$ cat src/include/excUnit_params.svh
`ifndef EXC_UNIT_PARAMS_SVH
`define EXC_UNIT_PARAMS_SVH

// cpu word
`define EXC_DATA_W          32

// cp0 register numbers, also apb word index
`define CP0_REG_STATUS      5'd12
`define CP0_REG_CAUSE       5'd13
`define CP0_REG_EPC         5'd14

// reset values
`define CP0_STATUS_RESET    32'h0040_0000   // only BEV set
`define EXC_VECTOR          32'hBFC0_0380   // general exception entry, BEV=1

// ExcCode field values
`define EXC_CODE_INT        5'd0            // interrupt
`define EXC_CODE_ADEL       5'd4            // address error on load or fetch
`define EXC_CODE_ADES       5'd5            // address error on store
`define EXC_CODE_SYS        5'd8            // syscall
`define EXC_CODE_BP         5'd9            // break
`define EXC_CODE_RI         5'd10           // reserved instruction
`define EXC_CODE_OV         5'd12           // integer overflow

`endif
$ cat src/excPkg.sv
`include "excUnit_params.svh"

package excPkg;

    // ****************************************
    // exception flags from earlier stages
    // ****************************************
    // msb first, same order as the resolve priority
    typedef struct packed {
        logic interrupt;        // set here from cp0, not trusted from upstream
        logic fetchAddrErr;
        logic reservedInstr;
        logic syscall;
        logic breakPt;
        logic overflow;
        logic storeAddrErr;
        logic loadAddrErr;
        logic eret;
    } excTypeT;

    typedef struct packed {
        logic rfWr;             // general register file
        logic hiloWr;           // hi/lo pair
        logic cp0Wr;            // coprocessor 0
    } regsWrT;

    // instruction sitting in the memory stage
    typedef struct packed {
        logic [`EXC_DATA_W-1:0] pc;
        logic                   isDelaySlot;
        excTypeT                excType;
        regsWrT                 regsWr;
    } memStageT;

    // cp0 write coming out of write-back
    typedef struct packed {
        logic                   we;
        logic [4:0]             addr;
        logic [`EXC_DATA_W-1:0] data;
    } cp0WrT;

    typedef struct packed {
        logic [`EXC_DATA_W-1:0] status;
        logic [`EXC_DATA_W-1:0] cause;
        logic [`EXC_DATA_W-1:0] epc;
    } cp0StateT;

    typedef struct packed {
        logic ifId;
        logic idEx;
        logic exMem;
        logic memWb;
    } flushT;

    typedef enum logic [1:0] {
        actNone      = 2'd0,
        actException = 2'd1,
        actEret      = 2'd2
    } excActionT;

    // ****************************************
    // apb slave port
    // ****************************************
    typedef struct packed {
        logic                   psel;
        logic                   penable;
        logic                   pwrite;
        logic [7:0]             paddr;      // byte address
        logic [`EXC_DATA_W-1:0] pwdata;
    } apbReqT;

    typedef struct packed {
        logic [`EXC_DATA_W-1:0] prdata;
        logic                   pready;
        logic                   pslverr;
    } apbRspT;

endpackage

$ cat src/excSubsystem.sv
`timescale 1ns/1ps

`include "excUnit_params.svh"

module excSubsystem import excPkg::*; (
    input  logic                    clk,
    input  logic                    rstN_i,
    input  memStageT                memStage_i,
    input  cp0WrT                   cp0Wr_i,
    input  logic [5:0]              hwInt_i,
    input  apbReqT                  apbReq_i,
    output apbRspT                  apbRsp_o,
    output flushT                   flush_o,
    output excActionT               excAction_o,
    output excTypeT                 excType_o,
    output logic [4:0]              excCode_o,
    output regsWrT                  regsWr_o,
    output logic [`EXC_DATA_W-1:0]  redirectPc_o
);

    cp0StateT   cp0State;       // registered cp0 values
    cp0StateT   cp0Latest;      // after write-back bypass

    // ****************************************
    // input side
    // ****************************************
    cp0Bypass cp0Bypass_i (
        .cp0State_i     (cp0State),
        .cp0Wr_i        (cp0Wr_i),
        .cp0Latest_o    (cp0Latest)
    );

    // resolve, all combinational
    excArbiter excArbiter_i (
        .memStage_i     (memStage_i),
        .cp0Latest_i    (cp0Latest),
        .flush_o        (flush_o),
        .excAction_o    (excAction_o),
        .excType_o      (excType_o),
        .excCode_o      (excCode_o),
        .regsWr_o       (regsWr_o),
        .redirectPc_o   (redirectPc_o)
    );

    // ****************************************
    // output side, cp0 state
    // ****************************************
    cp0RegFile cp0RegFile_i (
        .clk            (clk),
        .rstN_i         (rstN_i),
        .hwInt_i        (hwInt_i),
        .excAction_i    (excAction_o),
        .excCode_i      (excCode_o),
        .excPc_i        (memStage_i.pc),
        .excDelaySlot_i (memStage_i.isDelaySlot),
        .cp0Wr_i        (cp0Wr_i),
        .apbReq_i       (apbReq_i),
        .apbRsp_o       (apbRsp_o),
        .cp0State_o     (cp0State)
    );

endmodule

$ cat src/cp0RegFile.sv
`timescale 1ns/1ps

`include "excUnit_params.svh"

module cp0RegFile import excPkg::*; (
    input  logic                    clk,
    input  logic                    rstN_i,
    input  logic [5:0]              hwInt_i,        // hardware interrupt lines
    input  excActionT               excAction_i,
    input  logic [4:0]              excCode_i,
    input  logic [`EXC_DATA_W-1:0]  excPc_i,        // pc of the faulting instr
    input  logic                    excDelaySlot_i,
    input  cp0WrT                   cp0Wr_i,        // write-back cp0 write
    input  apbReqT                  apbReq_i,
    output apbRspT                  apbRsp_o,
    output cp0StateT                cp0State_o
);

    logic [`EXC_DATA_W-1:0] statusQ;
    logic [`EXC_DATA_W-1:0] causeQ;
    logic [`EXC_DATA_W-1:0] epcQ;
    logic [`EXC_DATA_W-1:0] statusD;
    logic [`EXC_DATA_W-1:0] causeD;
    logic [`EXC_DATA_W-1:0] epcD;

    logic                   apbAccess;      // second phase of a transfer
    logic                   apbWrEn;
    logic                   apbAligned;
    logic [5:0]             apbIdx;         // word index from byte address
    logic                   hitStatus;
    logic                   hitCause;
    logic                   hitEpc;
    logic                   apbHit;

    // ****************************************
    // apb decode
    // ****************************************
    assign apbAccess  = apbReq_i.psel && apbReq_i.penable;
    assign apbIdx     = apbReq_i.paddr[7:2];
    assign apbAligned = (apbReq_i.paddr[1:0] == 2'b00);

    assign hitStatus = apbAligned && (apbIdx == {1'b0, `CP0_REG_STATUS});
    assign hitCause  = apbAligned && (apbIdx == {1'b0, `CP0_REG_CAUSE});
    assign hitEpc    = apbAligned && (apbIdx == {1'b0, `CP0_REG_EPC});
    assign apbHit    = hitStatus || hitCause || hitEpc;

    assign apbWrEn = apbAccess && apbReq_i.pwrite && apbHit;   // bad addr ignored

    // ****************************************
    // next state
    // ****************************************
    // layered lowest priority first, later writes win
    always_comb begin
        statusD = statusQ;
        causeD  = causeQ;
        epcD    = epcQ;

        // apb host
        if (apbWrEn) begin
            if (hitStatus) begin
                statusD = apbReq_i.pwdata;
            end
            if (hitCause) begin
                causeD[9:8] = apbReq_i.pwdata[9:8];     // IP[1:0] only
            end
            if (hitEpc) begin
                epcD = apbReq_i.pwdata;
            end
        end

        // write-back stage
        if (cp0Wr_i.we) begin
            case (cp0Wr_i.addr)
                `CP0_REG_STATUS: statusD     = cp0Wr_i.data;
                `CP0_REG_CAUSE:  causeD[9:8] = cp0Wr_i.data[9:8];
                `CP0_REG_EPC:    epcD        = cp0Wr_i.data;
                default: begin
                    // not a register of this block
                end
            endcase
        end

        causeD[15:10] = hwInt_i;    // IP[7:2] follows the pins

        // exception entry and return
        case (excAction_i)
            actException: begin
                // nested entry keeps the first return point
                if (!statusD[1]) begin
                    epcD       = excDelaySlot_i ? (excPc_i - 'd4) : excPc_i;
                    causeD[31] = excDelaySlot_i;    // BD
                end
                statusD[1]   = 1'b1;                // EXL
                causeD[6:2]  = excCode_i;           // ExcCode
            end
            actEret: begin
                statusD[1] = 1'b0;                  // leave exception level
            end
            default: begin
                // no event this cycle
            end
        endcase
    end

    // ****************************************
    // registers
    // ****************************************
    always_ff @(posedge clk or negedge rstN_i) begin
        if (!rstN_i) begin
            statusQ <= `CP0_STATUS_RESET;
            causeQ  <= '0;
            epcQ    <= '0;
        end else begin
            statusQ <= statusD;
            causeQ  <= causeD;
            epcQ    <= epcD;
        end
    end

    assign cp0State_o = '{status: statusQ, cause: causeQ, epc: epcQ};

    // apb read side, no wait states
    always_comb begin
        apbRsp_o.pready  = 1'b1;
        apbRsp_o.pslverr = apbAccess && !apbHit;
        if (hitStatus) begin
            apbRsp_o.prdata = statusQ;
        end else if (hitCause) begin
            apbRsp_o.prdata = causeQ;
        end else if (hitEpc) begin
            apbRsp_o.prdata = epcQ;
        end else begin
            apbRsp_o.prdata = '0;   // unmapped reads as zero
        end
    end

endmodule

$ cat src/excArbiter.sv
`timescale 1ns/1ps

`include "excUnit_params.svh"

module excArbiter import excPkg::*; (
    input  memStageT                memStage_i,     // instr in memory stage
    input  cp0StateT                cp0Latest_i,    // bypassed cp0 values
    output flushT                   flush_o,
    output excActionT               excAction_o,
    output excTypeT                 excType_o,      // one-hot resolved event
    output logic [4:0]              excCode_o,
    output regsWrT                  regsWr_o,       // gated write enables
    output logic [`EXC_DATA_W-1:0]  redirectPc_o
);

    logic       pcValid;        // pc 0 means bubble or flushed slot
    logic       intPending;
    logic       eventHit;
    excTypeT    inFlags;
    excTypeT    resolved;

    // ****************************************
    // interrupt check
    // ****************************************
    assign inFlags = memStage_i.excType;
    assign pcValid = (memStage_i.pc != '0);

    // IP & IM nonzero, not at exception level, global enable on
    assign intPending = (|(cp0Latest_i.cause[15:8] & cp0Latest_i.status[15:8]))
                        && !cp0Latest_i.status[1]       // EXL
                        && cp0Latest_i.status[0];       // IE

    // ****************************************
    // fixed priority
    // ****************************************
    always_comb begin
        resolved  = '0;
        excCode_o = `EXC_CODE_INT;
        if (pcValid) begin
            if (intPending) begin
                resolved.interrupt     = 1'b1;
                excCode_o              = `EXC_CODE_INT;
            end else if (inFlags.fetchAddrErr) begin
                resolved.fetchAddrErr  = 1'b1;
                excCode_o              = `EXC_CODE_ADEL;   // fetch shares AdEL
            end else if (inFlags.reservedInstr) begin
                resolved.reservedInstr = 1'b1;
                excCode_o              = `EXC_CODE_RI;
            end else if (inFlags.syscall) begin
                resolved.syscall       = 1'b1;
                excCode_o              = `EXC_CODE_SYS;
            end else if (inFlags.breakPt) begin
                resolved.breakPt       = 1'b1;
                excCode_o              = `EXC_CODE_BP;
            end else if (inFlags.overflow) begin
                resolved.overflow      = 1'b1;
                excCode_o              = `EXC_CODE_OV;
            end else if (inFlags.storeAddrErr) begin
                resolved.storeAddrErr  = 1'b1;
                excCode_o              = `EXC_CODE_ADES;
            end else if (inFlags.loadAddrErr) begin
                resolved.loadAddrErr   = 1'b1;
                excCode_o              = `EXC_CODE_ADEL;
            end else if (inFlags.eret) begin
                resolved.eret          = 1'b1;      // code left at 0, unused
            end
        end
    end

    assign excType_o = resolved;
    assign eventHit  = |resolved;

    // ****************************************
    // action, flush and redirect
    // ****************************************
    always_comb begin
        if (!eventHit) begin
            excAction_o  = actNone;
            redirectPc_o = '0;
        end else if (resolved.eret) begin
            excAction_o  = actEret;
            redirectPc_o = cp0Latest_i.epc;     // return to bypassed epc
        end else begin
            excAction_o  = actException;
            redirectPc_o = `EXC_VECTOR;
        end
    end

    assign flush_o  = {4{eventHit}};            // whole pipe on any event
    assign regsWr_o = eventHit ? '0 : memStage_i.regsWr;   // kill the writes

endmodule

$ cat src/cp0Bypass.sv
`timescale 1ns/1ps

`include "excUnit_params.svh"

// forwards a write-back cp0 write onto the stored values
// so the memory stage sees what it would after write-back
module cp0Bypass import excPkg::*; (
    input  cp0StateT    cp0State_i,     // registered cp0 values
    input  cp0WrT       cp0Wr_i,        // write from write-back stage
    output cp0StateT    cp0Latest_o     // values after the pending write
);

    // ****************************************
    // merge
    // ****************************************
    always_comb begin
        cp0Latest_o = cp0State_i;   // default: stored values pass through

        if (cp0Wr_i.we) begin
            case (cp0Wr_i.addr)
                `CP0_REG_STATUS: begin
                    cp0Latest_o.status = cp0Wr_i.data;      // fully writable
                end
                `CP0_REG_CAUSE: begin
                    // only the two software interrupt bits
                    cp0Latest_o.cause[9:8] = cp0Wr_i.data[9:8];
                end
                `CP0_REG_EPC: begin
                    cp0Latest_o.epc = cp0Wr_i.data;
                end
                default: begin
                    // other cp0 numbers not held here
                end
            endcase
        end
    end

endmodule

$ cat config.mk
export PLATFORM = sky130hd
export DESIGN_NAME = excSubsystem
export DESIGN_NICKNAME = d
export VERILOG_FILES = /design/src/excPkg.sv /design/src/excSubsystem.sv /design/src/cp0RegFile.sv /design/src/excArbiter.sv /design/src/cp0Bypass.sv
export VERILOG_INCLUDE_DIRS = /design/src /design/src/include
export SDC_FILE = /design/constraint.sdc
export NUM_CORES = 1
export LEC_CHECK = 0
export BUFFER_PORTS_ARGS = -buffer_cell sky130_fd_sc_hd__buf_2
export CAP_MARGIN = 30
export CELL_PAD_IN_SITES_DETAIL_PLACEMENT = 1
export CELL_PAD_IN_SITES_GLOBAL_PLACEMENT = 1
export CORE_ASPECT_RATIO = 1.2
export CORE_MARGIN = 2
export CORE_UTILIZATION = 32
export DETAILED_ROUTE_END_ITERATION = 16
export HOLD_SLACK_MARGIN = 0.08
export PLACE_DENSITY = 0.84
export RECOVER_POWER = 25
export SLEW_MARGIN = 0
export SYNTH_ARGS = -nofsm -noshare
export SYNTH_HDL_FRONTEND = slang
export SYNTH_SLANG_ARGS = --single-unit
$ cat constraint.sdc
create_clock -name clk -period 2.74 [get_ports clk]
set_clock_uncertainty 0.15 [all_clocks]
set_input_delay 0.274 -clock clk [delete_from_list [all_inputs] [get_ports clk]]
set_output_delay 0.274 -clock clk [all_outputs]
set_load 0.01 [all_outputs]
==> metrics.csv <==
stage,metric,value,unit
setup_path,endpoint of the lowest-slack register-to-register path,cp0RegFile_i.epcQ[29]$_DFF_PN0_,
die,Core Rows,54,
routing,total routed wirelength,26100,µm
synthesis,count of different cell masters after synthesis,52,
sta,final-report max-slew violation count,0,
setup_path,"delay-heaviest family, CP",simple AND/OR/NAND/NOR gates,
synthesis,"Async S/R FF share, synth",1.00,
layout,ratio of cells with drive above 1 in the final layout,0.399,
synthesis,cell area after technology mapping,0.00585,mm²
setup_path,cell chain of the critical path,buf_6 -> nand4b_1 -> nor3_4 -> buf_12 -> mux2_4 -> a221oi_2 -> a31o_2 -> or3b_4 -> nor4b_4 -> buf_2,
routing,via count normalized by instance count,5.37,
power,Max rail drop VDD,0.282,mV
sta,number of failing hold endpoints at the final stage,0,
sta,Finish-stage setup viols,82,
global_routing,first-pass GRT wire length,38500,µm
setup_path,largest stage delay on the critical path,0.46,ns
job,Max Cap Violations,0,
setup_path,maximum fanout encountered on the critical timing path,7,
routing,DRC violation total after the first TritonRoute iteration,336,
synthesis,"EDFF count, synth",0,
power,proportion of power drawn by combinational gates,0.293,
power,switching power share of the total,0.320,
layout,"Area growth, synth to finish",53.0,%
routing,per-cell routed wire length,21.1,µm
power,power density over the cells,445,mW/mm²
synthesis,register bit total from synthesis,77,
setup_path,kind of start point of the critical path,input port,
setup_path,combined buffer and inverter count along the critical path,3,
setup_path,reg-to-reg startpoint,cp0RegFile_i.statusQ[8]$_DFF_PN0_,
setup_path,arrival time at the worst endpoint,2.68,ns
setup_path,crit path kind,input port to output port,
sta,RSZ-0062 raised after global routing,true,
power,internal power,2.71,mW
setup_path,number of cells on the critical path,10,
sta,relative slew slack,0.328,
power,Static Leakage,4.34,nW
place,count of port buffers added during placement,219,
place,final HPWL from detailed placement,17200,µm
cts,CTS tree,yes,
sta,post-layout min period,3.10,ns
routing,total via count in the routed design,6633,
sta,slew at the pin with the worst max-slew slack,1.01,ns
place,final estimated routing congestion in global placement,0.814,
cts,clock latency reported for the late side of the worst-skew pair,0.35,ns
layout,Final nets,1138,
power,proportion of power drawn by flip-flops and latches,0.395,
die,ports placed on the boundary,223,
run_status,violations in the final reports,setup timing,
power,share of power burned in the clock network,0.312,
layout,final instance area,0.00895,mm²
routing,number of detailed-routing iterations run before antenna repair,5,
die,overall die width,127,µm
global_routing,maximum number of pins on one net before global-route repair,45,
synthesis,most repeated cell in the gate-level netlist after synthesis,sky130_fd_sc_hd__nand2_1,
power,switching pwr,1.27,mW
setup_path,"slowest stage cell, crit path",sky130_fd_sc_hd__or3b_4,
cts,clock sinks,77,
synthesis,cell count after synthesis,707,
synthesis,"top cells by area, synth","sky130_fd_sc_hd__dfrtp_1 (32%), sky130_fd_sc_hd__mux2i_1 (18%), sky130_fd_sc_hd__nand2_1 (8.2%)",
routing,antenna-violating nets left,0,
global_routing,vias in the first global route,7157,
routing,DRC violations left,0,
cts,total clock buffers created by CTS,9,
sta,TNS Setup,-17.34,ns
setup_path,Worst Setup SP,cp0Wr_i[36],
synthesis,"top cells by count, synth","sky130_fd_sc_hd__nand2_1 (128), sky130_fd_sc_hd__mux2i_1 (103), sky130_fd_sc_hd__dfrtp_1 (76)",
run_status,status,"finished, violations left",
sta,highest achievable clock rate,322,MHz
synthesis,sequential cell area fraction in the yosys report,0.329,
global_routing,overall track demand over capacity in global routing,0.253,
cts,count of H-tree levels built during CTS,3,
synthesis,mean cell area of the mapped netlist,8.28,µm²
setup_path,Register-to-Register Setup Slack,-0.18,ns
synthesis,proportion of netlist area held by the largest area contributor,0.325,
cts,CTS Root Buffer Type,sky130_fd_sc_hd__clkbuf_16,
die,effective utilization at floorplan,0.324,
place,cell area reported after detailed placement,0.00761,mm²
synthesis,prevailing post-synth register cell,sky130_fd_sc_hd__dfrtp_1,
synthesis,Syn Nets,843,
cts,number of buffers between clock root and the deepest sink,2,
global_routing,antenna violations before repair,5,
setup_path,end of the critical path,excType_o[4],
die,placeable core region,0.0180,mm²
sta,fin worst setup slack,-0.362,ns
sta,crit share post-route,1.13,
setup_path,Critical Path End Type,output port,
global_routing,"Remaining Overflow, GRT",0,
worst_hold_path,Min-Delay Path Class,input port to flop,
cts,post-CTS clock slew at the launch and capture registers of the worst setup and hold paths,0.07,ns
die,die area,0.0194,mm²
synthesis,Yosys warnings,0,
synthesis,post-synthesis cell type with the largest combined area,sky130_fd_sc_hd__dfrtp_1,
die,Die Span Y,152,µm
setup_path,required arrival time at the worst endpoint,2.32,ns
setup_path,count of cells along the worst register-to-register path,13,
routing by layer:
layer  up-vias  global-route usage  routed length, µm
li1       3055                   -                  -
met1      3266               0.298              10300
met2       246               0.460              13600
met3        66              0.0309               1170
met4         0               0.108               1050
met5         -                   0                  0
logic make-up (layout without fill, tap and decap cells):
kind of cell    count (synthesis)  after routing  share of synthesized area
other cells                     2              7                    0.00128
compound gates                132            132                      0.123
mux                           138            138                      0.243
flops                          77             77                      0.329
fa+ha+maj                       2              2                    0.00427
buf+inv                        65            365                     0.0479
simple gates                  262            262                      0.208
xor+xnor                       29             29                     0.0434
area by class of cell:
type                       instances  area, µm²
antenna                            5       12.5
inverter                          12       47.5
timing repair buffer             337       2360
fill                            2131       9090
clock buffer                      11        243
multi-input combinational        565       4020
tap                              224        280
sequential                        77       1930
clock inverter                     5       57.6
registers in the layout, summed over array words and instances, names as in the netlist:
signal,flops
cp0RegFile_i.causeQ,13
cp0RegFile_i.statusQ,32
cp0RegFile_i.epcQ,32
stage by stage:
| stage | hold slack [ns] | setup WS [ns] | power (mW) | std cells | utilization |
|---|---|---|---|---|---|
| 4_1_cts | 0.0807 | -0.329 | 3.89 | 1217 | 0.473 |
| 3_5_place_dp | 0.122 | -0.435 | 2.56 | 1154 | 0.422 |
| 3_3_place_gp | 0.120 | -0.395 | 2.50 | 1153 | 0.421 |
| 6_report | 0.0919 | -0.362 | 3.98 | 1236 | 0.496 |
| 5_1_grt | 0.113 | -0.433 | 4.19 | 1236 | 0.496 |
| 2_1_floorplan | -0.172 | -0.186 | 2.14 | 707 | - |
cells in the final DEF (no fill, tap or decap), types with 3 or more instances in the layout:
| master | Yosys | layout |
|---|---|---|
| sky130_fd_sc_hd__mux2_2 | 34 | 12 |
| sky130_fd_sc_hd__buf_12 | 0 | 8 |
| sky130_fd_sc_hd__nand2_1 | 128 | 128 |
| sky130_fd_sc_hd__buf_2 | 8 | 206 |
| sky130_fd_sc_hd__a22oi_1 | 4 | 3 |
| sky130_fd_sc_hd__dlygate4sd3_1 | 0 | 40 |
| sky130_fd_sc_hd__mux2_4 | 0 | 23 |
| sky130_fd_sc_hd__a21oi_4 | 0 | 5 |
| sky130_fd_sc_hd__mux2i_1 | 103 | 103 |
| sky130_fd_sc_hd__nand3_1 | 6 | 4 |
| sky130_fd_sc_hd__a21oi_2 | 1 | 19 |
| sky130_fd_sc_hd__dfrtp_1 | 76 | 76 |
| sky130_fd_sc_hd__o21a_1 | 5 | 5 |
| sky130_fd_sc_hd__clkbuf_1 | 27 | 3 |
| sky130_fd_sc_hd__clkbuf_16 | 0 | 13 |
| sky130_fd_sc_hd__buf_6 | 0 | 17 |
| sky130_fd_sc_hd__and3_1 | 3 | 3 |
| sky130_fd_sc_hd__diode_2 | 0 | 5 |
| sky130_fd_sc_hd__nor2_1 | 64 | 63 |
| sky130_fd_sc_hd__xnor2_1 | 12 | 12 |
| sky130_fd_sc_hd__or4_4 | 1 | 3 |
| sky130_fd_sc_hd__a21oi_1 | 51 | 28 |
| sky130_fd_sc_hd__and2_1 | 6 | 3 |
| sky130_fd_sc_hd__nor4_4 | 1 | 3 |
| sky130_fd_sc_hd__nand2b_1 | 4 | 3 |
| sky130_fd_sc_hd__nor3_1 | 11 | 11 |
| sky130_fd_sc_hd__inv_1 | 12 | 10 |
| sky130_fd_sc_hd__o22ai_1 | 4 | 4 |
| sky130_fd_sc_hd__o21ai_0 | 60 | 59 |
| sky130_fd_sc_hd__xor2_1 | 17 | 17 |
| sky130_fd_sc_hd__nor4_1 | 8 | 7 |
| sky130_fd_sc_hd__buf_4 | 7 | 58 |
worst register-to-register path: stages (launching register included):
cell and delay [ns]:
sky130_fd_sc_hd__dfrtp_1 0.40, sky130_fd_sc_hd__a22oi_2 0.09, sky130_fd_sc_hd__a2111o_1 0.42, sky130_fd_sc_hd__o21ai_2 0.12
sky130_fd_sc_hd__a221oi_2 0.06, sky130_fd_sc_hd__a31o_2 0.30, sky130_fd_sc_hd__buf_4 0.15, sky130_fd_sc_hd__buf_6 0.11
sky130_fd_sc_hd__buf_6 0.12, sky130_fd_sc_hd__a21oi_4 0.20, sky130_fd_sc_hd__buf_12 0.16, sky130_fd_sc_hd__clkbuf_16 0.16
sky130_fd_sc_hd__buf_6 0.11, sky130_fd_sc_hd__mux2i_1 0.26
repair_timing:
action | 4_1_cts | 5_1_grt
pin swaps | 7 | 7
gates cloned | 1 | 4
hold buffers | 40 | 0
setup endpoints to repair | 53 | 84
resized for setup | 35 | 52
hold endpoints to repair | 70 | 0
buffers inserted | 6 | 10
how the worst min path moves through the flow:
stage,to,start,cells past startpoint
floorplan,cp0RegFile_i.causeQ[10]$_DFF_PN0_,rstN_i,0
global placement,cp0RegFile_i.statusQ[24]$_DFF_PN0_,rstN_i,1
detailed placement,cp0RegFile_i.statusQ[24]$_DFF_PN0_,rstN_i,1
CTS,cp0RegFile_i.statusQ[17]$_DFF_PN0_,apbReq_i[17],3
global route,cp0RegFile_i.causeQ[3]$_DFFE_PN0N_,memStage_i[9],2
finish,cp0RegFile_i.statusQ[17]$_DFF_PN0_,apbReq_i[17],3
power by group through the flow:
stage,logic [mW],clock network [mW],registers (mW)
6_report,1.17,1.24,1.57
5_1_grt,1.29,1.30,1.60
4_1_cts,1.06,1.26,1.56
3_5_place_dp,0.977,0,1.58
3_3_place_gp,0.931,0,1.56
2_1_floorplan,0.621,0,1.52
Note: power is estimated with default switching activity, not from simulation.
